===== src/hdl/m68kCache_cfg.svh =====
`ifndef M68K_CACHE_CFG_SVH
`define M68K_CACHE_CFG_SVH

////////////////////////////////////////////////////////////////////////////
// cache geometry
////////////////////////////////////////////////////////////////////////////

`define CACHE_WAYS 4     // ways per set
`define CACHE_SETS 8     // sets, one index value each
`define LINE_WORDS 8     // 16 bit words in one line

////////////////////////////////////////////////////////////////////////////
// byte address split
////////////////////////////////////////////////////////////////////////////

// tag is addr[31:TAG_LSB], index sits below it, word select below that
`define TAG_LSB 7
`define INDEX_LSB 4
`define WORD_LSB 1       // bit 0 is the byte lane, handled by the strobes

// words moved by one DRAM burst, a full line
`define BURST_LEN 8

`endif


===== src/hdl/m68kCachePkg.sv =====
`default_nettype none

`include "m68kCache_cfg.svh"

package m68kCachePkg;

	typedef logic [15:0] wordT;                                // one data bus word
	typedef logic [31:0] addrT;                                // byte address
	typedef logic [31-`TAG_LSB:0] tagT;                        // 25 bits
	typedef logic [`TAG_LSB-`INDEX_LSB-1:0] indexT;            // set number
	typedef logic [`INDEX_LSB-`WORD_LSB-1:0] wordSelT;         // word in line
	typedef logic [$clog2(`CACHE_WAYS)-1:0] wayT;              // way number
	typedef logic [`CACHE_WAYS-1:0] wayMaskT;                  // one bit per way
	typedef logic [`CACHE_WAYS-2:0] lruT;                      // tree bits of one set

	// controller FSM states
	typedef enum logic [3:0] {
		Reset,
		Invalidate,
		Idle,
		CheckHit,
		WaitCacheRead,
		ReadFill,
		CasDelay1,
		CasDelay2,
		BurstFill,
		EndFill,
		WriteDram
	} cacheStateT;

	// CPU side bus, strobes active low
	typedef struct packed {
		addrT addr;
		wordT writeData;
		logic udsL;
		logic ldsL;
		logic weL;
		logic asL;
		logic dramSelect;                                      // active high decode
	} cpuReqT;

	// request to the DRAM controller
	typedef struct packed {
		addrT addr;
		wordT writeData;
		logic udsL;
		logic ldsL;
		logic weL;
		logic asL;
		logic selectL;
	} dramReqT;

	// DRAM side response, CAS and RAS are observed only
	typedef struct packed {
		wordT readData;
		logic dtackL;
		logic casL;
		logic rasL;
	} dramRspT;

endpackage

`default_nettype wire


===== src/hdl/m68kCacheLruStore.sv =====
`timescale 1ns/1ns
`default_nettype none

`include "m68kCache_cfg.svh"

module m68kCacheLruStore (
	input wire logic Clock,
	input wire logic Reset_L,
	input wire m68kCachePkg::indexT index,
	input wire logic lruAccess,                   // one cycle pulse per access
	input wire m68kCachePkg::wayT accessWay,
	input wire logic lruClear,                    // used while invalidating
	output m68kCachePkg::wayT victim
);

	m68kCachePkg::lruT lruBits [`CACHE_SETS];     // tree bits per set
	m68kCachePkg::lruT curBits;
	m68kCachePkg::lruT nextBits;

	assign curBits = lruBits[index];

	// bit0 picks the half, bit1 or bit2 picks the way inside it
	always_comb begin
		if (!curBits[0]) begin
			victim = curBits[1] ? m68kCachePkg::wayT'(1) : m68kCachePkg::wayT'(0);
		end else begin
			victim = curBits[2] ? m68kCachePkg::wayT'(3) : m68kCachePkg::wayT'(2);
		end
	end

	// tree update for the accessed way, the other subtree is untouched
	always_comb begin
		nextBits = curBits;
		nextBits[0] = (accessWay < m68kCachePkg::wayT'(2));  // ways 0 and 1 set it
		if (accessWay[1]) begin
			nextBits[2] = !accessWay[0];                        // way2 sets, way3 clears
		end else begin
			nextBits[1] = !accessWay[0];                        // way0 sets, way1 clears
		end
	end

	always_ff @(posedge Clock or negedge Reset_L) begin
		if (!Reset_L) begin
			for (int s = 0; s < `CACHE_SETS; s++) begin
				lruBits[s] <= '0;
			end
		end else if (lruClear) begin
			lruBits[index] <= '0;
		end else if (lruAccess) begin
			lruBits[index] <= nextBits;
		end
	end

endmodule

`default_nettype wire


===== config.mk =====
export PLATFORM = sky130hd
export DESIGN_NAME = m68kCacheLruStore
export DESIGN_NICKNAME = d
export VERILOG_FILES = /design/src/hdl/m68kCachePkg.sv /design/src/hdl/m68kCacheLruStore.sv
export VERILOG_INCLUDE_DIRS = /design/src /design/src/hdl
export SDC_FILE = /design/constraint.sdc
export NUM_CORES = 1
export LEC_CHECK = 0
export BUFFER_PORTS_ARGS = -buffer_cell sky130_fd_sc_hd__buf_2
export CORE_AREA = 3 3 66 68
export CTS_CLUSTER_SIZE = 16
export DETAILED_ROUTE_END_ITERATION = 10
export DIE_AREA = 0 0 69 71
export GPL_ROUTABILITY_DRIVEN = 0
export MAX_ROUTING_LAYER = met4
export SLEW_MARGIN = 5
export SYNTH_ARGS = -nofsm -noshare
export SYNTH_HDL_FRONTEND = slang
export SYNTH_SLANG_ARGS = --single-unit

===== constraint.sdc =====
create_clock -name Clock -period 1.7 [get_ports Clock]
set_input_delay 0.34 -clock Clock [delete_from_list [all_inputs] [get_ports Clock]]
set_output_delay 0.34 -clock Clock [all_outputs]
set_load 0.05 [all_outputs]

==> results_dict.tcl <==
set metrics [dict create \
    vias 1118 \
    grt_first_pass_wirelength_um 5820 \
    status "finished with violations" \
    grt_overflow 0 \
    start_util 0.342 \
    final_cells 208 \
    synthTopCellsByArea "dfrtp_1 (45%), nand2_1 (8.1%), mux2i_1 (7.5%)" \
    numCtsBuffers 3 \
    maxSlewViolCount 0 \
    antenna_cells 0 \
    fin_nets 168 \
    cts.sinks 24 \
    finalCritPeriodShare 1.26 \
    place_area_sq_um 1560 \
    htree_levels 1 \
    setup_viol 2 \
    dp_hpwl_um 2450 \
    synth-seq-area-share 0.448 \
    synth_top_area_frac 0.448 \
    total_power_mw 1.36 \
    chipWidth_um 69 \
    final_cell_area_sq_um 1650 \
    wl_per_cell_um 16.0 \
    period_needed_ns 2.14 \
    final_util 0.421 \
    vias_per_cell 5.38 \
    ys.warnings.count 0 \
    dp.cells 202 \
    leakagePower_nw 0.702 \
    cp_data_required_time_ns 1.36 \
    synth-seq-cells 24 \
    reg_top3 "lruBits x24" \
    clk_pin_slew_ns 0.08 \
    track_usage 0.154 \
    tightest_slew_ns 0.555 \
    min_path_type "in -> async" \
    ir_drop_mv 0.367 \
    skew_ns 0.00185 \
    fin_tns_setup_ns -0.806 \
    clock-root-buffer "clkbuf_8" \
    nFillCells 401 \
    synth_async_sr_flop_share 1.00 \
    synth_nets 145 \
    drt_first_pass_iters 7 \
    antenna_found_initial 0 \
    grt_max_degree 25 \
    synth_edf_count 0 \
    clock_latency_ns 0.27 \
    slew_headroom 0.630 \
    synth_top_cells_by_count "nand2_1 (29), dfrtp_1 (24), mux2i_1 (10)" \
    port_buffers 10 \
    syn_inst 136 \
    criticalPathCategory "reg -> out" \
    cts_tree "built" \
    pwr_density_cell_nw_per_um2 827 \
    die_h_um 71 \
    drcViolationCount 0 \
    yosysMostFrequentCell "nand2_1" \
    fmax_ghz 0.468 \
    core_area_sq_um 3910 \
    drtIter0Drc 62 \
    grt_pass1_vias 1224 \
    drv_cap 0 \
    max_stage_delay_ns 0.50 \
    yosys.cell_types.count 31 \
    num_rows 23 \
    boundaryPins 11 \
    die-area_sq_um 4900 \
    rsz0062_at_grt "true" \
    clock_path_buffers 2 \
    top_register "lruBits" \
    finalHoldViolCount 0 \
    layout-drive-gt1-share 0.291 \
    wl_um 3330 \
    cp_slowest_cell "mux4_2" \
    crit_path_max_fanout 2 \
    violations "negative setup slack" \
    startpoint_type "flop" \
    end_kind "primary output" \
    layout_setup_ws_ns -0.438 \
    arrival_ns 1.80 \
    avgSynthCellArea_sq_um 9.85 \
    synth_area_sq_um 1340 \
    cp_cell_sequence "mux2i_1, mux4_2, o21ai_4, mux2i_4, buf_6" \
    synthToLayoutAreaGrowth_pct 23.1 \
    ys.flop_type "dfrtp_1" \
    drtAntennaViolNets 0 \
    largest_reg_flops 24 \
    yosysTopAreaCell "dfrtp_1" \
]
## kinds of logic after synthesis
logic type / Yosys count / synth area share
compound gates: 37 / 0.189
flops: 24 / 0.448
buf+inv: 8 / 0.0336
simple gates: 54 / 0.213
mux: 13 / 0.117
## cells in the final DEF (no fill, tap or decap), drive strengths merged
master  netlist  routed
nor4b         1       1
mux2i        10      10
or2           4       4
or3           1       1
o21a          1       1
nor2          3       3
nand3         1       1
and3          1       1
nor3b         4       4
nand2        29      29
a31oi         1       1
a211oi        1       1
a22oi         8       8
o31ai         8       8
dfrtp        24      24
or4bb         1       1
nor3          1       1
buf           6      25
nand3b        3       3
o22ai         1       1
and3b         3       3
mux2          1       1
o21ai        17      17
mux4          2       2
clkbuf        2       5
nand2b        2       2
## report_power, final
group | total [mW] | switching [mW] | internal [mW]
clock | 0.391 | 0.184 | 0.207
combinational | 0.308 | 0.167 | 0.141
sequential | 0.664 | 0.0380 | 0.626
total | 1.36 | 0.389 | 0.974
## what timing repair did
item	in CTS	in global routing
pin swaps	0	0
hold buffers	0	0
cloned	0	0
setup buffers	1	1
gates resized for setup	5	1
endpoints found under the setup margin	2	8
## stage by stage
step	setup WS (ns)	hold WS (ns)
floorplan	-0.411	0.0444
global placement	-0.351	0.355
detailed placement	-0.377	0.362
CTS	-0.423	0.0666
global route	-0.475	0.0876
finish	-0.438	0.0503
## final timing paths
check	from	slack [ns]	cells past startpoint	endpoint
max in group asynchronous	Reset_L	1.28	1	lruBits[18]
setup / recovery	lruBits[15]	-0.44	5	victim[0]
setup reg to reg	lruBits[8]	0.08	5	lruBits[2]
hold / removal	Reset_L	0.05	1	lruBits[2]
hold reg to reg	lruBits[21]	0.49	2	lruBits[21]
min in group Clock	lruBits[21]	0.49	2	lruBits[21]
## layer usage
| layer | vias up | wire, um | GRT usage |
|---|---|---|---|
| li1 | 541 | - | - |
| met1 | 554 | 1530 | 0.179 |
| met2 | 17 | 1640 | 0.260 |
| met3 | 6 | 76 | 0.0284 |
| met4 | 0 | 73 | 0.0672 |
| met5 | - | 0 | - |
## worst max-delay path: cells and delay by family (launching register included)
| family | cells | cell delay [ns] |
|---|---|---|
| mux | 3 | 0.85 |
| buf+inv | 1 | 0.18 |
| flops | 1 | 0.40 |
| compound gates | 1 | 0.10 |
## cell type report
type	count	area (sq um)	share of cell area
sequential	24	601	0.364
tap	50	62.6	0.0379
multi-input combinational	104	729	0.442
timing repair buffer	26	201	0.122
clock buffer	4	55.1	0.0334
(Power assumes the default switching activity.)
