[config.mk]
export PLATFORM = sky130hd
export DESIGN_NAME = m68kCacheDataStore
export DESIGN_NICKNAME = d
export VERILOG_FILES = /design/src/hdl/m68kCachePkg.sv /design/src/hdl/m68kCacheDataStore.sv
export VERILOG_INCLUDE_DIRS = /design/src /design/src/hdl
export SDC_FILE = /design/constraint.sdc
export NUM_CORES = 2
export LEC_CHECK = 0
export BUFFER_PORTS_ARGS = -buffer_cell sky130_fd_sc_hd__buf_2
export CORE_MARGIN = 3
export CORE_UTILIZATION = 50
export DETAILED_ROUTE_END_ITERATION = 10
export PLACE_DENSITY = 0.77
export SYNTH_ARGS = -nofsm -noshare
export SYNTH_HDL_FRONTEND = slang
export SYNTH_SLANG_ARGS = --single-unit
[constraint.sdc]
create_clock -name Clock -period 8.1 [get_ports Clock]
set_clock_uncertainty 0.15 [all_clocks]
set_input_delay 0 -clock Clock [delete_from_list [all_inputs] [get_ports Clock]]
set_output_delay 0 -clock Clock [all_outputs]
set_load 0.005 [all_outputs]
[src/hdl/m68kCache_cfg.svh]
`ifndef M68K_CACHE_CFG_SVH
`define M68K_CACHE_CFG_SVH

////////////////////////////////////////////////////////////////////////////
// cache geometry
////////////////////////////////////////////////////////////////////////////

`define CACHE_WAYS 4     // ways per set
`define CACHE_SETS 8     // sets, one index value each
`define LINE_WORDS 8     // 16 bit words in one line

////////////////////////////////////////////////////////////////////////////
// byte address split
////////////////////////////////////////////////////////////////////////////

// tag is addr[31:TAG_LSB], index sits below it, word select below that
`define TAG_LSB 7
`define INDEX_LSB 4
`define WORD_LSB 1       // bit 0 is the byte lane, handled by the strobes

// words moved by one DRAM burst, a full line
`define BURST_LEN 8

`endif

[src/hdl/m68kCachePkg.sv]
`default_nettype none

`include "m68kCache_cfg.svh"

package m68kCachePkg;

	typedef logic [15:0] wordT;                                // one data bus word
	typedef logic [31:0] addrT;                                // byte address
	typedef logic [31-`TAG_LSB:0] tagT;                        // 25 bits
	typedef logic [`TAG_LSB-`INDEX_LSB-1:0] indexT;            // set number
	typedef logic [`INDEX_LSB-`WORD_LSB-1:0] wordSelT;         // word in line
	typedef logic [$clog2(`CACHE_WAYS)-1:0] wayT;              // way number
	typedef logic [`CACHE_WAYS-1:0] wayMaskT;                  // one bit per way
	typedef logic [`CACHE_WAYS-2:0] lruT;                      // tree bits of one set

	// controller FSM states
	typedef enum logic [3:0] {
		Reset,
		Invalidate,
		Idle,
		CheckHit,
		WaitCacheRead,
		ReadFill,
		CasDelay1,
		CasDelay2,
		BurstFill,
		EndFill,
		WriteDram
	} cacheStateT;

	// CPU side bus, strobes active low
	typedef struct packed {
		addrT addr;
		wordT writeData;
		logic udsL;
		logic ldsL;
		logic weL;
		logic asL;
		logic dramSelect;                                      // active high decode
	} cpuReqT;

	// request to the DRAM controller
	typedef struct packed {
		addrT addr;
		wordT writeData;
		logic udsL;
		logic ldsL;
		logic weL;
		logic asL;
		logic selectL;
	} dramReqT;

	// DRAM side response, CAS and RAS are observed only
	typedef struct packed {
		wordT readData;
		logic dtackL;
		logic casL;
		logic rasL;
	} dramRspT;

endpackage

`default_nettype wire

[src/hdl/m68kCacheDataStore.sv]
`timescale 1ns/1ns
`default_nettype none

`include "m68kCache_cfg.svh"

module m68kCacheDataStore (
	input wire logic Clock,
	input wire m68kCachePkg::indexT index,
	input wire m68kCachePkg::wordSelT writeWord,   // burst position
	input wire m68kCachePkg::wordT writeData,      // straight from DRAM
	input wire logic writeEnable,
	input wire m68kCachePkg::wayT way,             // way for both write and read
	input wire m68kCachePkg::wordSelT readWord,    // CPU word select
	output m68kCachePkg::wordT readData
);

	// line data, one word per way, set and word position
	m68kCachePkg::wordT lineData [`CACHE_WAYS][`CACHE_SETS][`LINE_WORDS];

	// one burst word per clock during the fill
	always_ff @(posedge Clock) begin
		if (writeEnable) begin
			lineData[way][index][writeWord] <= writeData;
		end
	end

	// asynchronous read so the word is there in the same cycle as dtack
	assign readData = lineData[way][index][readWord];

endmodule

`default_nettype wire

==> summary.txt <==
Layout cells sized above 1 -> 21.50%
Global-route wire length before repair -> 623900 microns
Vias per cell -> 6.779
Post-synth top flop -> edfxtp_1
Total power -> 43.80 mW
Wire length per cell -> 35.90 microns
Initial DRC count -> 14580
Clock Sink Count -> 4096
Final instance area -> 176600 sq um
FP Rows -> 205
Final wirelength -> 441600 microns
Seq/Total Area, Yosys -> 78.36%
Num CTS Buffers -> 393
LEAKAGE -> 56.52 nW
Max FO, Critical Path -> 50
Placed Area -> 163500 sq um
DR vias -> 83400
Critical-path cell list -> dlygate4sd3_1, buf_6, buf_4, or4b_4, buf_4, o22ai_1, nor4_1, o221ai_1, nand3_1, nand4_1, buf_2
DRC viols -> 0
PortBufs -> 44
Commonest non-fill, non-tap cell in the layout -> edfxtp_1
Mapped Cells -> 7399
Post-synth EDFFs -> 4096
Worst setup EP type -> primary output
Critical path origin -> index[1]
Async S/R FF share, synth -> 0%
Ys Warns -> 0
Achievable frequency -> 0.1763 GHz
Total GRT Usage -> 27.15%
Status -> finished with violations
Final setup fails -> 0
Worst vdd ir -> 262.9 uV
I/O pin cnt -> 45
Final hold vios -> 0
Die Ht -> 566.3 microns
Most frequent cells in the layout -> 4096 x edfxtp_1, 748 x mux2i_1, 683 x mux4_2
Grt ovf -> 0
CTS tree -> yes
Max-Cap Viols -> 1
Crit path capture -> readData[12]
Distinct cells, synth -> 58
CP arrival -> 5520 ps
Largest family of logic cells by synthesized area -> multiplexers
Fin crit period -> 5673 ps
Worst slew pin tran -> 1507 ps
Fill count -> 21540
Top Registers -> lineData (4096)
Post_cts resized -> 0
Die width -> 566.3 microns
Maximum root-to-sink buffer count -> 4
Largest net degree at the start of global routing -> 191
Total power divided by cell area -> 248.0 nW/um^2
FF+latch count, synth -> 4096
Slew HR -> -1.001%
Highest-delay cell along the critical path -> or4b_4
Root Driver -> clkbuf_16
H-tree depth -> 5
Worst setup margin -> 2427 ps
Crit path max-delay family -> buffers and inverters
Crit-path max cell delay -> 710 ps
Layout net count -> 7851
Vias in the first global route -> 82680
Routability cong. -> 0.9488
Min Hold Slack -> 14.60 ps
Largest Register -> lineData
Required @ worst endpoint -> 7950 ps
Hold depth -> 2
CTS clock-pin slew for the worst setup and hold paths -> 60 ps
Synth Area in Adders -> 0%
Worst slack, placed -> 3103 ps
Mean area per synthesized cell -> 21.21 sq um
Worst min path class -> input pin to flip-flop
Mapped cell area -> 157000 sq um
Core area -> 312200 sq um
Post-synthesis compound-gate area fraction -> 3.324%
First drt pass iteration count -> 9
Post-Route Setup TNS -> 0 ps
Final Max Slew Viols -> 13
WS Path Type -> input pin to primary output
Bufs and invs on worst path -> 5
Mapped Nets -> 7428
Layout area overhead -> 12.51%
Initial antenna violation count -> 28
Max reg flops -> 4096
Synth Area in XOR/XNOR -> 0%
Die area -> 320700 sq um
Failing checks -> max-capacitance violations, max-slew violations
Post-DRT Antenna Nets -> 0
RSZ-0062 raised after global routing -> false
Crit path launch type -> input pin
Starting Density -> 50.28%
Tcrit/Tclk final -> 70.04%
CP Depth -> 11
Post-DP HPWL -> 254000 microns
Synth Area in Simple Gates -> 2.029%
Most used cell, CP -> buf_4
Multiplexer share of the synthesized area -> 14.72%
area by class of cell:
type / count / area, sq um / share of cell area, %
clock inverters: 228 / 2512 / 1.423
flip-flops and latches: 4096 / 123000 / 69.65
multi-input cells: 2847 / 31620 / 17.91
repair buffers: 481 / 3966 / 2.246
clock buffers: 485 / 10240 / 5.801
inverters: 3 / 12.51 / 0.007085
diodes: 23 / 57.56 / 0.03259
well taps: 4140 / 5180 / 2.933
repair_timing:
action / CTS / global route
buffers inserted: 0 / 0
hold endpoints to repair: 2855 / 11
hold buffers: 27 / 1
kinds of logic after synthesis:
family,count (synthesis)
AND/OR/NAND/NOR,663
buffers and inverters,456
flip-flops,4096
multiplexers,1450
AO/OA/AOI/OAI,734
worst min-delay path by stage:
stage | startpoint | to | slack (ps)
floorplan | writeData[0] | lineData[0][0]$_DFFE_PP_ | -50
global placement | writeData[13] | lineData[0][61]$_DFFE_PP_ | 350
detailed placement | writeData[13] | lineData[0][61]$_DFFE_PP_ | 370
CTS | writeData[5] | lineData[3][885]$_DFFE_PP_ | 10
global route | writeData[4] | lineData[0][308]$_DFFE_PP_ | 40
finish | writeData[4] | lineData[2][308]$_DFFE_PP_ | 10
per-stage QoR:
stage / instances / utilization, %
3_3_place_gp: 11540 / 52.37
6_report: 12300 / 56.57
3_5_place_dp: 11540 / 52.37
5_1_grt: 12290 / 56.56
2_1_floorplan: 7399 / -
4_1_cts: 12280 / 56.55
per-layer routing:
metal / GRT usage [%] / share of wire (%)
met5: 0.2975 / 0.041
met4: 15.15 / 6.8
met3: 7.779 / 14
met2: 41.69 / 46
met1: 35.06 / 33
synth_stat cells (all sizes together) (2+ instances only):
library cell | instances | share of area, %
a211oi | 24 | 0.11
a21oi | 18 | 0.057
a221oi | 27 | 0.15
a22o | 39 | 0.22
a22oi | 196 | 0.94
a311o | 2 | 0.013
a31oi | 9 | 0.036
a32o | 3 | 0.019
a32oi | 4 | 0.022
a41oi | 3 | 0.017
and2 | 5 | 0.020
and3 | 9 | 0.036
and3b | 5 | 0.028
buf | 336 | 1.3
clkbuf | 117 | 0.28
edfxtp | 4096 | 78
inv | 3 | 0.0072
mux2 | 18 | 0.13
mux2i | 748 | 4.8
mux4 | 684 | 9.8
nand2 | 64 | 0.15
nand2b | 6 | 0.024
nand3 | 103 | 0.33
nand4 | 44 | 0.18
nand4b | 6 | 0.037
nand4bb | 4 | 0.029
nor2 | 279 | 0.67
nor2b | 8 | 0.032
nor3 | 77 | 0.25
nor3b | 5 | 0.030
nor4 | 35 | 0.15
o2111ai | 30 | 0.17
o211ai | 37 | 0.18
o21ai | 40 | 0.13
o221ai | 24 | 0.13
o22ai | 267 | 1.1
o2bb2ai | 3 | 0.017
o32ai | 3 | 0.017
or2 | 4 | 0.016
or4b | 4 | 0.026
or4bb | 3 | 0.022
power breakdown:
group / internal [mW] / switching, mW
sequential: 23.4 / 0.0118
clock: 10.4 / 7.89
combinational: 0.633 / 1.53
total: 34.4 / 9.43
(Power assumes the default switching activity.)
