**src/hdl/m68kCache_cfg.svh**
```systemverilog
`ifndef M68K_CACHE_CFG_SVH
`define M68K_CACHE_CFG_SVH

////////////////////////////////////////////////////////////////////////////
// cache geometry
////////////////////////////////////////////////////////////////////////////

`define CACHE_WAYS 4     // ways per set
`define CACHE_SETS 8     // sets, one index value each
`define LINE_WORDS 8     // 16 bit words in one line

////////////////////////////////////////////////////////////////////////////
// byte address split
////////////////////////////////////////////////////////////////////////////

// tag is addr[31:TAG_LSB], index sits below it, word select below that
`define TAG_LSB 7
`define INDEX_LSB 4
`define WORD_LSB 1       // bit 0 is the byte lane, handled by the strobes

// words moved by one DRAM burst, a full line
`define BURST_LEN 8

`endif

```
**src/hdl/m68kCachePkg.sv**
```systemverilog
`default_nettype none

`include "m68kCache_cfg.svh"

package m68kCachePkg;

	typedef logic [15:0] wordT;                                // one data bus word
	typedef logic [31:0] addrT;                                // byte address
	typedef logic [31-`TAG_LSB:0] tagT;                        // 25 bits
	typedef logic [`TAG_LSB-`INDEX_LSB-1:0] indexT;            // set number
	typedef logic [`INDEX_LSB-`WORD_LSB-1:0] wordSelT;         // word in line
	typedef logic [$clog2(`CACHE_WAYS)-1:0] wayT;              // way number
	typedef logic [`CACHE_WAYS-1:0] wayMaskT;                  // one bit per way
	typedef logic [`CACHE_WAYS-2:0] lruT;                      // tree bits of one set

	// controller FSM states
	typedef enum logic [3:0] {
		Reset,
		Invalidate,
		Idle,
		CheckHit,
		WaitCacheRead,
		ReadFill,
		CasDelay1,
		CasDelay2,
		BurstFill,
		EndFill,
		WriteDram
	} cacheStateT;

	// CPU side bus, strobes active low
	typedef struct packed {
		addrT addr;
		wordT writeData;
		logic udsL;
		logic ldsL;
		logic weL;
		logic asL;
		logic dramSelect;                                      // active high decode
	} cpuReqT;

	// request to the DRAM controller
	typedef struct packed {
		addrT addr;
		wordT writeData;
		logic udsL;
		logic ldsL;
		logic weL;
		logic asL;
		logic selectL;
	} dramReqT;

	// DRAM side response, CAS and RAS are observed only
	typedef struct packed {
		wordT readData;
		logic dtackL;
		logic casL;
		logic rasL;
	} dramRspT;

endpackage

`default_nettype wire

```
**src/hdl/m68kCacheTagStore.sv**
```systemverilog
`timescale 1ns/1ns
`default_nettype none

`include "m68kCache_cfg.svh"

module m68kCacheTagStore (
	input wire logic Clock,
	input wire logic Reset_L,
	input wire m68kCachePkg::indexT index,       // set being looked up or written
	input wire m68kCachePkg::tagT lookupTag,     // tag field of the CPU address
	input wire m68kCachePkg::wayMaskT writeMask, // ways to update this edge
	input wire m68kCachePkg::tagT writeTag,
	input wire logic writeValid,
	output m68kCachePkg::wayMaskT wayHit         // per way hit, combinational
);

	////////////////////////////////////////////////////////////////////////////
	// storage
	////////////////////////////////////////////////////////////////////////////

	logic [`CACHE_WAYS-1:0][`CACHE_SETS-1:0] validBits;          // way major
	m68kCachePkg::tagT tags [`CACHE_WAYS][`CACHE_SETS];

	// valid bits come up cleared, the controller walks the sets again anyway
	always_ff @(posedge Clock or negedge Reset_L) begin
		if (!Reset_L) begin
			validBits <= '0;
		end else begin
			for (int w = 0; w < `CACHE_WAYS; w++) begin
				if (writeMask[w]) begin
					validBits[w][index] <= writeValid;         // fill sets, write clears
				end
			end
		end
	end

	// tag array, written together with the valid bit
	always_ff @(posedge Clock) begin
		for (int w = 0; w < `CACHE_WAYS; w++) begin
			if (writeMask[w]) begin
				tags[w][index] <= writeTag;
			end
		end
	end

	////////////////////////////////////////////////////////////////////////////
	// compare
	////////////////////////////////////////////////////////////////////////////

	// a way hits when its line is valid and holds the same tag
	always_comb begin
		for (int w = 0; w < `CACHE_WAYS; w++) begin
			wayHit[w] = validBits[w][index] && (tags[w][index] == lookupTag);
		end
	end

endmodule

`default_nettype wire

```
**config.mk**
```make
export PLATFORM = sky130hd
export DESIGN_NAME = m68kCacheTagStore
export DESIGN_NICKNAME = d
export VERILOG_FILES = /design/src/hdl/m68kCachePkg.sv /design/src/hdl/m68kCacheTagStore.sv
export VERILOG_INCLUDE_DIRS = /design/src /design/src/hdl
export SDC_FILE = /design/constraint.sdc
export NUM_CORES = 1
export LEC_CHECK = 0
export BUFFER_PORTS_ARGS = -buffer_cell sky130_fd_sc_hd__buf_2
export CORE_MARGIN = 2
export CORE_UTILIZATION = 55
export DETAILED_ROUTE_END_ITERATION = 8
export PLACE_DENSITY = 0.71
export SYNTH_ARGS = -nofsm -noshare
export SYNTH_HDL_FRONTEND = slang
export SYNTH_SLANG_ARGS = --single-unit
export TNS_END_PERCENT = 20
```
**constraint.sdc**
```tcl
create_clock -name Clock -period 5.8 [get_ports Clock]
set_clock_uncertainty 0.1 [all_clocks]
set_input_delay 0.29 -clock Clock [delete_from_list [all_inputs] [get_ports Clock]]
set_output_delay 0.29 -clock Clock [all_outputs]
set_load 0.01 [all_outputs]
```
==> reports/summary.txt <==
R2R Setup Slk -> 4.93 ns
Vias in the first global route -> 16.8k
WS Path Type -> primary input to output pin
Slew Viols, Final -> 0
Max Fanout on Critical Path -> 62
Main area contributors after synthesis -> edfxtp_1 73%, mux4_2 8.4%, mux2i_1 4.8%
DR iter-0 viols -> 1837
Layout cell share with drive strength beyond 1 -> 0.234
IO Count -> 64
Global Route Usage Sum -> 0.278
Sequential-to-total area share from yosys stat -> 0.754
FF-to-FF End -> validBits[23]
Core area -> 59100 um2
Synth Net Count -> 1686
Crit path buf inv count -> 3
Largest net degree at the start of global routing -> 87
Syn avg cell area -> 20.2 um2
Placed Area -> 33900 um2
Initial antenna violation count -> 1
Drt drc -> 3
Starting Density -> 0.557
Most numerous cell in the Yosys netlist -> edfxtp_1
Syn-to-layout area delta -> 11.4%
Top-area cell type share of the netlist area -> 0.730
Fin crit share -> 0.791
Crit path largest cell delay -> 0.86 ns
Filler cells -> 4042
Worst path cell trace -> clkbuf_8 -> and2b_2 -> buf_4 -> a22oi_1 -> o21ai_0 -> xnor2_1 -> nor4_1 -> nand4_1 -> nor4_1 -> buf_2
Area occupied by multi-input gates -> 7540 um2
Critical path arrival -> 4.20 ns
Crit path time final -> 4.59 ns
Die Y -> 249 um
Netlist cell types -> 49
Mapped Cells -> 1626
Final Hold Violating Endpoints -> 0
Setup TNS -> 0 ns
DR vias/cell -> 6.55
CP dominant cell by count -> nor4_1
Met3 WL post-DR -> 6940 um
TritonCTS clock tree -> yes
DRT Pass-1 Iters -> 9
Post-synth EDFFs -> 800
Synth warnings -> 0
Worst r2r path cells -> 1
Layout net count -> 1760
Nature of the critical path endpoint -> output pin
Unrepaired setup endpoints after global routing -> false
H-tree depth -> 3
Hold path cells -> 1
Slowest CP cell -> nor4_1
Hold endpoint -> tags[3][4]
TritonCTS Buffers -> 83
Die Area -> 61800 um2
Ys flop type -> edfxtp_1
FFs w/ async S/R, synth -> 0.0385
Critical path launch point type -> primary input
Worst VDD drop -> 215 uV
Met2 wire length -> 41200 um
Worst R2R Start -> validBits[23]
Lkg Pwr -> 12.1 nW
Clock-pin slew on the worst setup and hold paths -> 0.06 ns
#FFs+latches synth -> 832
Clk_lat worst skew -> 0.63 ns
Root buf cell -> clkbuf_16
N_diodes -> 0
First-pass GRT wire length -> 121000 um
Synthesized area -> 32900 um2
Power density over the cells -> 361 nW/um2
Design area -> 36700 um2
Slew of the pin with the lowest slew margin -> 1.27 ns
CTS resizes -> 0
Most frequent cells after synthesis -> 800 x edfxtp_1, 158 x mux2i_1, 123 x mux4_2
Cell taking the most area after synthesis -> edfxtp_1
Max_slew headroom -> 0.151
Critical Path Stages -> 10
Met1 wire length -> 33200 um
Hold path start -> writeTag[4]
Clk buf depth -> 3
Via count -> 16.6k
Worst path top cell family by delay -> simple AND/OR/NAND/NOR gates
IO buf count -> 63
MaxCap Viol Count -> 0
Setup-failing EPs final -> 0
Register area -> 24800 um2
Final antenna-violating net count -> 0
F_max -> 218 MHz
Critical Path RT -> 5.41 ns
Die Wd -> 249 um
Run status -> finished with violations
Total grt overflow -> 0
Failing checks -> design-rule violations
Top Metal Used -> met4
Num rows -> 89
Gpl congestion -> 0.821
Detailed Route WL -> 84800 um
Clock Sinks -> 832
Routed len/inst -> 33.4 um
Post-DP HPWL -> 46700 um
Hold WC Path Type -> primary input to register
power breakdown:
group          switching, W  internal, W  leakage [nW]
Combinational      0.000608     0.000354          3.09
Sequential        0.0000653      0.00684          7.65
Clock               0.00225      0.00314          1.35
Total               0.00292       0.0103          12.1
sequential cells by signal (all words and copies together) (netlist names):
name       count
tags         800
validBits     32
per-stage QoR:
stage	setup WS, ns	hold WS (ns)	utilization	power (W)	std cells
after global placement	1.37	0.265	0.574	0.00795	2387
after CTS	1.33	0.0240	0.620	0.0133	2542
final	1.21	0.0571	0.620	0.0132	2542
after global routing	1.20	0.0672	0.620	0.0136	2542
after floorplan	3.06	-0.106	-	0.00758	1626
after detailed placement	1.36	0.293	0.574	0.00798	2387
per-layer routing:
layer / global-route usage / vias up
met4: 0.117 / 0
met3: 0.0504 / 197
met5: 0 / -
met1: 0.380 / 8728
met2: 0.447 / 904
li1: - / 6810
logic make-up after synthesis:
family                    after synthesis  synth area share
DFF                                   832             0.754
and+or+nand+nor                       123            0.0211
muxes                                 325             0.149
buffers and inverters                 102            0.0181
xor gates and xnor gates              102            0.0271
AOI/OAI and AO/OA                     142            0.0305
placed cells by master (no fill, tap or decap), drive strengths merged, types with 32 or more instances in the layout:
cell    Yosys  final
a221oi     33     33
a22oi      41     41
buf        69     86
clkbuf     30    109
clkinv      0     33
dfrtp      32     32
edfxtp    800    800
mux2       40     40
mux2i     158    158
mux4      127    127
o21ai      43     43
xnor2      89     89
worst max-delay path by stage:
stage             start       endpoint  slack, ns
6_report       index[0]      wayHit[3]       1.21
2_1_floorplan  index[2]  validBits[15]       3.06
3_3_place_gp   index[0]      wayHit[3]       1.37
4_1_cts        index[1]      wayHit[3]       1.33
5_1_grt        index[0]      wayHit[3]       1.20
3_5_place_dp   index[0]      wayHit[3]       1.36
cell type report:
class / count / area share
repair buffers: 88 / 0.0158
multi-input cells: 692 / 0.206
clock inverters: 46 / 0.0123
flip-flops and latches: 832 / 0.677
clock buffers: 108 / 0.0623
inverters: 3 / 0.000375
well taps: 773 / 0.0264
repair_timing:
item | 4_1_cts | 5_1_grt
hold endpoints to repair | 32 | 0
buffers inserted | 0 | 0
hold buffers | 1 | 0
(Power assumes the default switching activity.)
