### config.mk
export PLATFORM = sky130hd
export DESIGN_NAME = m68kCacheController
export DESIGN_NICKNAME = d
export VERILOG_FILES = /design/src/hdl/m68kCachePkg.sv /design/src/hdl/m68kCacheController.sv
export VERILOG_INCLUDE_DIRS = /design/src /design/src/hdl
export SDC_FILE = /design/constraint.sdc
export NUM_CORES = 1
export LEC_CHECK = 0
export ABC_CLOCK_PERIOD_IN_PS = 2200
export BUFFER_PORTS_ARGS = -buffer_cell sky130_fd_sc_hd__buf_2
export CAP_MARGIN = 20
export CORE_ASPECT_RATIO = 2
export CORE_MARGIN = 2
export CORE_UTILIZATION = 37
export DETAILED_ROUTE_END_ITERATION = 8
export PLACE_DENSITY = 0.89
export SYNTH_ARGS = -nofsm -noshare
export SYNTH_HDL_FRONTEND = slang
export SYNTH_SLANG_ARGS = --single-unit
### constraint.sdc
create_clock -name Clock -period 2.2 [get_ports Clock]
set_input_delay 0.33 -clock Clock [delete_from_list [all_inputs] [get_ports Clock]]
set_output_delay 0.33 -clock Clock [all_outputs]
set_load 0.01 [all_outputs]
### src/hdl/m68kCache_cfg.svh
`ifndef M68K_CACHE_CFG_SVH
`define M68K_CACHE_CFG_SVH

////////////////////////////////////////////////////////////////////////////
// cache geometry
////////////////////////////////////////////////////////////////////////////

`define CACHE_WAYS 4     // ways per set
`define CACHE_SETS 8     // sets, one index value each
`define LINE_WORDS 8     // 16 bit words in one line

////////////////////////////////////////////////////////////////////////////
// byte address split
////////////////////////////////////////////////////////////////////////////

// tag is addr[31:TAG_LSB], index sits below it, word select below that
`define TAG_LSB 7
`define INDEX_LSB 4
`define WORD_LSB 1       // bit 0 is the byte lane, handled by the strobes

// words moved by one DRAM burst, a full line
`define BURST_LEN 8

`endif

### src/hdl/m68kCachePkg.sv
`default_nettype none

`include "m68kCache_cfg.svh"

package m68kCachePkg;

	typedef logic [15:0] wordT;                                // one data bus word
	typedef logic [31:0] addrT;                                // byte address
	typedef logic [31-`TAG_LSB:0] tagT;                        // 25 bits
	typedef logic [`TAG_LSB-`INDEX_LSB-1:0] indexT;            // set number
	typedef logic [`INDEX_LSB-`WORD_LSB-1:0] wordSelT;         // word in line
	typedef logic [$clog2(`CACHE_WAYS)-1:0] wayT;              // way number
	typedef logic [`CACHE_WAYS-1:0] wayMaskT;                  // one bit per way
	typedef logic [`CACHE_WAYS-2:0] lruT;                      // tree bits of one set

	// controller FSM states
	typedef enum logic [3:0] {
		Reset,
		Invalidate,
		Idle,
		CheckHit,
		WaitCacheRead,
		ReadFill,
		CasDelay1,
		CasDelay2,
		BurstFill,
		EndFill,
		WriteDram
	} cacheStateT;

	// CPU side bus, strobes active low
	typedef struct packed {
		addrT addr;
		wordT writeData;
		logic udsL;
		logic ldsL;
		logic weL;
		logic asL;
		logic dramSelect;                                      // active high decode
	} cpuReqT;

	// request to the DRAM controller
	typedef struct packed {
		addrT addr;
		wordT writeData;
		logic udsL;
		logic ldsL;
		logic weL;
		logic asL;
		logic selectL;
	} dramReqT;

	// DRAM side response, CAS and RAS are observed only
	typedef struct packed {
		wordT readData;
		logic dtackL;
		logic casL;
		logic rasL;
	} dramRspT;

endpackage

`default_nettype wire

### src/hdl/m68kCacheController.sv
`timescale 1ns/1ns
`default_nettype none

`include "m68kCache_cfg.svh"

module m68kCacheController (
	input wire logic Clock,
	input wire logic Reset_L,
	input wire m68kCachePkg::cpuReqT cpuReq,
	input wire m68kCachePkg::dramRspT dramRsp,
	input wire m68kCachePkg::wayMaskT wayHit,
	input wire m68kCachePkg::wayT victim,
	output m68kCachePkg::dramReqT dramReq,
	output logic dtackL,                          // to the CPU
	output m68kCachePkg::indexT index,
	output m68kCachePkg::wayMaskT tagWriteMask,
	output logic tagWriteValid,
	output m68kCachePkg::wordSelT dataWriteWord,
	output logic dataWriteEnable,
	output m68kCachePkg::wayT dataWay,
	output m68kCachePkg::wordSelT readWord,
	output logic lruAccess,
	output m68kCachePkg::wayT accessWay,
	output logic lruClear
);

	m68kCachePkg::cacheStateT state;
	m68kCachePkg::cacheStateT nextState;
	logic [3:0] burstCount;                       // set walk, then fill words
	logic burstClear;
	m68kCachePkg::wayT wayReg;                    // way being filled or read back
	m68kCachePkg::wayT hitWay;

	assign readWord = cpuReq.addr[`INDEX_LSB-1:`WORD_LSB];

	// one hot hit vector to way number
	always_comb begin
		hitWay = '0;
		for (int w = 0; w < `CACHE_WAYS; w++) begin
			if (wayHit[w]) begin
				hitWay = m68kCachePkg::wayT'(w);
			end
		end
	end

	// hit way on a hit, else the victim; a fill counts as an access too
	assign accessWay = (|wayHit) ? hitWay : victim;
	assign lruAccess = (state == m68kCachePkg::CheckHit);
	// wayReg is not loaded yet in CheckHit
	assign dataWay = (state == m68kCachePkg::CheckHit) ? accessWay : wayReg;

	////////////////////////////////////////////////////////////////////////////
	// registers
	////////////////////////////////////////////////////////////////////////////

	always_ff @(posedge Clock or negedge Reset_L) begin
		if (!Reset_L) begin
			state <= m68kCachePkg::Reset;
			burstCount <= '0;
		end else begin
			state <= nextState;
			burstCount <= burstClear ? 4'd0 : burstCount + 4'd1; // free running
		end
	end

	always_ff @(posedge Clock) begin
		if (state == m68kCachePkg::CheckHit) begin
			wayReg <= accessWay;
		end
	end

	////////////////////////////////////////////////////////////////////////////
	// next state and outputs
	////////////////////////////////////////////////////////////////////////////

	always_comb begin
		nextState = state;
		dramReq.addr = cpuReq.addr;
		dramReq.addr[`INDEX_LSB-1:0] = '0;                    // line aligned for fills
		dramReq.writeData = cpuReq.writeData;
		dramReq.udsL = cpuReq.udsL;
		dramReq.ldsL = cpuReq.ldsL;
		dramReq.weL = cpuReq.weL;
		dramReq.asL = cpuReq.asL;
		dramReq.selectL = 1'b1;                               // DRAM left alone
		dtackL = 1'b1;
		index = cpuReq.addr[`TAG_LSB-1:`INDEX_LSB];
		tagWriteMask = '0;
		tagWriteValid = 1'b0;
		dataWriteWord = burstCount[$bits(m68kCachePkg::wordSelT)-1:0];
		dataWriteEnable = 1'b0;
		lruClear = 1'b0;
		burstClear = 1'b0;

		// both bytes are fetched on every read, whatever the CPU strobes say
		if (state inside {m68kCachePkg::CheckHit, m68kCachePkg::WaitCacheRead,
				m68kCachePkg::ReadFill, m68kCachePkg::CasDelay1, m68kCachePkg::CasDelay2,
				m68kCachePkg::BurstFill, m68kCachePkg::EndFill}) begin
			dramReq.udsL = 1'b0;
			dramReq.ldsL = 1'b0;
		end

		unique case (state)
			m68kCachePkg::Reset: begin
				burstClear = 1'b1;                                // walk starts at set 0
				nextState = m68kCachePkg::Invalidate;
			end
			m68kCachePkg::Invalidate: begin
				index = burstCount[$bits(m68kCachePkg::indexT)-1:0];
				tagWriteMask = '1;                                // all ways invalid
				lruClear = 1'b1;
				if (burstCount == `CACHE_SETS - 1) nextState = m68kCachePkg::Idle;
			end
			m68kCachePkg::Idle: begin
				dramReq.addr = cpuReq.addr;                       // a write goes out whole
				if (!cpuReq.asL && cpuReq.dramSelect) begin
					if (cpuReq.weL) begin
						nextState = m68kCachePkg::CheckHit;
					end else begin
						dramReq.selectL = 1'b0;                   // start the write early
						tagWriteMask = wayHit;                    // drop any stale copy
						nextState = m68kCachePkg::WriteDram;
					end
				end
			end
			m68kCachePkg::CheckHit: begin
				if (|wayHit) begin
					dtackL = 1'b0;                                // word already on readData
					nextState = m68kCachePkg::WaitCacheRead;
				end else begin
					nextState = m68kCachePkg::ReadFill;
				end
			end
			m68kCachePkg::WaitCacheRead: begin
				dtackL = 1'b0;
				if (cpuReq.asL) nextState = m68kCachePkg::Idle;
			end
			m68kCachePkg::ReadFill: begin
				dramReq.selectL = 1'b0;
				tagWriteMask = m68kCachePkg::wayMaskT'(1) << wayReg; // claim the line
				tagWriteValid = 1'b1;
				// CAS with RAS also low is a refresh, keep waiting
				if (!dramRsp.casL && dramRsp.rasL) nextState = m68kCachePkg::CasDelay1;
			end
			m68kCachePkg::CasDelay1: begin
				dramReq.selectL = 1'b0;
				nextState = m68kCachePkg::CasDelay2;
			end
			m68kCachePkg::CasDelay2: begin
				dramReq.selectL = 1'b0;
				burstClear = 1'b1;                                // first word next cycle
				nextState = m68kCachePkg::BurstFill;
			end
			m68kCachePkg::BurstFill: begin
				dramReq.selectL = 1'b0;
				dataWriteEnable = 1'b1;                           // one word per clock
				if (burstCount == `BURST_LEN - 1) nextState = m68kCachePkg::EndFill;
			end
			m68kCachePkg::EndFill: begin
				dtackL = 1'b0;                                    // read back from wayReg
				if (cpuReq.asL || !cpuReq.dramSelect) nextState = m68kCachePkg::Idle;
			end
			m68kCachePkg::WriteDram: begin
				dramReq.addr = cpuReq.addr;
				dramReq.selectL = 1'b0;
				dtackL = dramRsp.dtackL;                          // DRAM paces the write
				if (cpuReq.asL || !cpuReq.dramSelect) nextState = m68kCachePkg::Idle;
			end
			default: begin
				nextState = m68kCachePkg::Reset;
			end
		endcase
	end

endmodule

`default_nettype wire

==> flow_metrics.tcl <==
set metrics [dict create \
    gp_congestion 0.840 \
    synth_cells 178 \
    grt_pass1_vias 1143 \
    routed_wirelength_mm 3.22 \
    instances_no_fill 232 \
    layout_common_cells "buf_2 (56), nand2_1 (17), nor2_1 (12)" \
    globalRouteOverflowTotal 0 \
    cts_resized 0 \
    final_common_cell "buf_2" \
    netlist_area_um2 1380 \
    switchingPower_uw 837 \
    grt_pass1_wl_mm 4.80 \
    multi_input_area_um2 654 \
    relSlewSlack 0.683 \
    dieArea_um2 4260 \
    tightest_slew_ns 0.474 \
    crit_fanout 14 \
    clk_path_buf_depth 2 \
    drive_above_1_share 0.388 \
    setup_viol 0 \
    critPathMaxStageDelay_ns 0.58 \
    worstReg2RegEnd "state[1]$_DFFE_PN0P_" \
    grt_setup_unrepaired "no" \
    pwr_density_cell_nw_per_um2 1300 \
    synth_ff_type "dfrtp_1" \
    hold_buffers 1 \
    io_pins 155 \
    hpwl_mm 2.57 \
    cpMaxStageDelayCell "dfrtp_1" \
    power_frac_seq 0.243 \
    r2r_slack_ns 0.39 \
    cts_tree "yes" \
    crit_required_ns 1.87 \
    ctsHtreeMaxLevel 1 \
    hp-class "input pin to asynchronous set/reset pin" \
    ant_nets 0 \
    core_um2 3610 \
    cts.clk_slew.worst_paths_ns 0.05 \
    fin_setup_tns_ns 0 \
    maxSlewViolCount 0 \
    outcome "complete, no violations" \
    syn_area_per_cell_um2 7.75 \
    dr.pass1.iters 4 \
    area.sequential_um2 240 \
    path_delay_family "flip-flops" \
    clock-root-buffer "clkbuf_8" \
    drt_iter0_markers 23 \
    start_util 0.382 \
    die_height_um 90.3 \
    numCtsBuffers 3 \
    path_cells "and4bb_1 -> nor2b_1 -> a221o_1 -> buf_2" \
    dpl_cell_area_um2 1290 \
    synth_edf_count 0 \
    cp-end-kind "primary output" \
    grt.total_usage 0.151 \
    clkSinkCount 10 \
    switching_share 0.473 \
    wl_per_cell_um 13.9 \
    maxCapViolations 0 \
    clock.fmax_mhz 485 \
    clkPwrFrac 0.126 \
    die_w_um 47.2 \
    syn-num-nets 259 \
    post-route-period-util 0.936 \
    hold_viol 0 \
    nFillCells 373 \
    arrival_ns 1.73 \
    dp.cells 227 \
    critPathKind "register to primary output" \
    drc 0 \
    crit_buf_inv 1 \
    reg2regPathDepth 5 \
    diodes 0 \
    internal_power_uw 931 \
    clock_skew_ns 0.00113 \
    final_util 0.376 \
    min_period_ns 2.06 \
    fin_area_um2 1360 \
    ys_types 53 \
    critPathLaunchType "register" \
    syn2layout_area_growth_pct -1.54 \
    routed_via_density 5.08 \
    antenna_found_initial 0 \
    reg2reg_from "state[0]$_DFFE_PN0P_" \
    clk_latency_ns 0.23 \
    grt_max_degree 16 \
    postCtsSetupBuffers 0 \
    row_count 31 \
    combPwrFrac 0.631 \
    synth_async_sr_flop_share 0.800 \
    vias 1179 \
    ys_ff_latch 10 \
    final_nets 265 \
    ys_warn_count 0 \
    p_leak_uw 0.000692 \
    yosysSeqAreaShare 0.174 \
    ir_worst_vdd_mv 0.417 \
    portBuffers 56 \
]
[sequential cells by signal (all words and copies together), names as in the netlist]
signal      flops
wayReg          2
burstCount      4
state           4
[worst register-to-register path, delay by kind of cell, from the launching register on]
family | cells | cell delay [ns]
AO/OA/AOI/OAI | 3 | 0.56
AND/OR/NAND/NOR | 1 | 0.39
buffers and inverters | 1 | 0.24
flip-flops | 1 | 0.51
[Yosys cell counts (4+ instances only)]
| library cell | instances | area (µm²) |
|---|---|---|
| and3_1 | 5 | 31.3 |
| dfrtp_1 | 8 | 200 |
| nor3_1 | 5 | 25.0 |
| buf_6 | 4 | 45.0 |
| nand2_1 | 17 | 63.8 |
| nor2_1 | 12 | 45.0 |
| inv_1 | 7 | 26.3 |
| a21oi_1 | 6 | 30.0 |
| nand2b_1 | 5 | 31.3 |
| buf_4 | 52 | 390 |
[worst max path at each step]
stage | start | end | cells past startpoint | slack [ns]
finish | state[3]$_DFFE_PN0P_ | tagWriteMask[0] | 4 | 0.14
floorplan | state[3]$_DFFE_PN0P_ | dataWay[0] | 4 | 0.64
detailed placement | wayHit[0] | dtackL | 6 | 0.31
global route | state[3]$_DFFE_PN0P_ | tagWriteMask[0] | 5 | 0.006
global placement | wayHit[0] | dtackL | 6 | 0.41
CTS | state[0]$_DFFE_PN0P_ | dramReq[24] | 4 | 0.13
[logic make-up after synthesis]
kind of cell	Yosys count	share of synthesized area
mux	1	0.00817
fa+ha+maj	2	0.0163
simple gates	66	0.264
xor+xnor	3	0.0191
flops	10	0.174
compound gates	29	0.167
buf+inv	67	0.351
[per-stage QoR]
stage               total power (µW)  worst slack (ns)  hold slack [ns]
floorplan                       1330             0.645           0.0344
global placement                1510             0.408            0.174
detailed placement              1550             0.311            0.175
CTS                             1780             0.129            0.470
global route                    1930           0.00623            0.475
finish                          1770             0.140            0.466
[power groups by stage]
stage	combinational (µW)	clock (µW)	sequential, µW
2_1_floorplan	987	0	342
3_3_place_gp	1090	0	418
3_5_place_dp	1120	0	426
4_1_cts	1130	228	424
5_1_grt	1240	242	447
6_report	1120	223	430
[per-layer routing]
| layer | wire length (µm) | track usage |
|---|---|---|
| met5 | 0 | 0 |
| met4 | 293 | 0.155 |
| met3 | 249 | 0.0260 |
| met2 | 1630 | 0.259 |
| met1 | 1050 | 0.122 |
[layout make-up]
type                            instances  share of cell area
Clock buffer                            4              0.0406
Inverter                                7              0.0194
Multi-Input combinational cell        101               0.482
Sequential cell                        10               0.177
Tap cell                               49              0.0452
Timing Repair Buffer                   61               0.236
(Power assumes the default switching activity.)
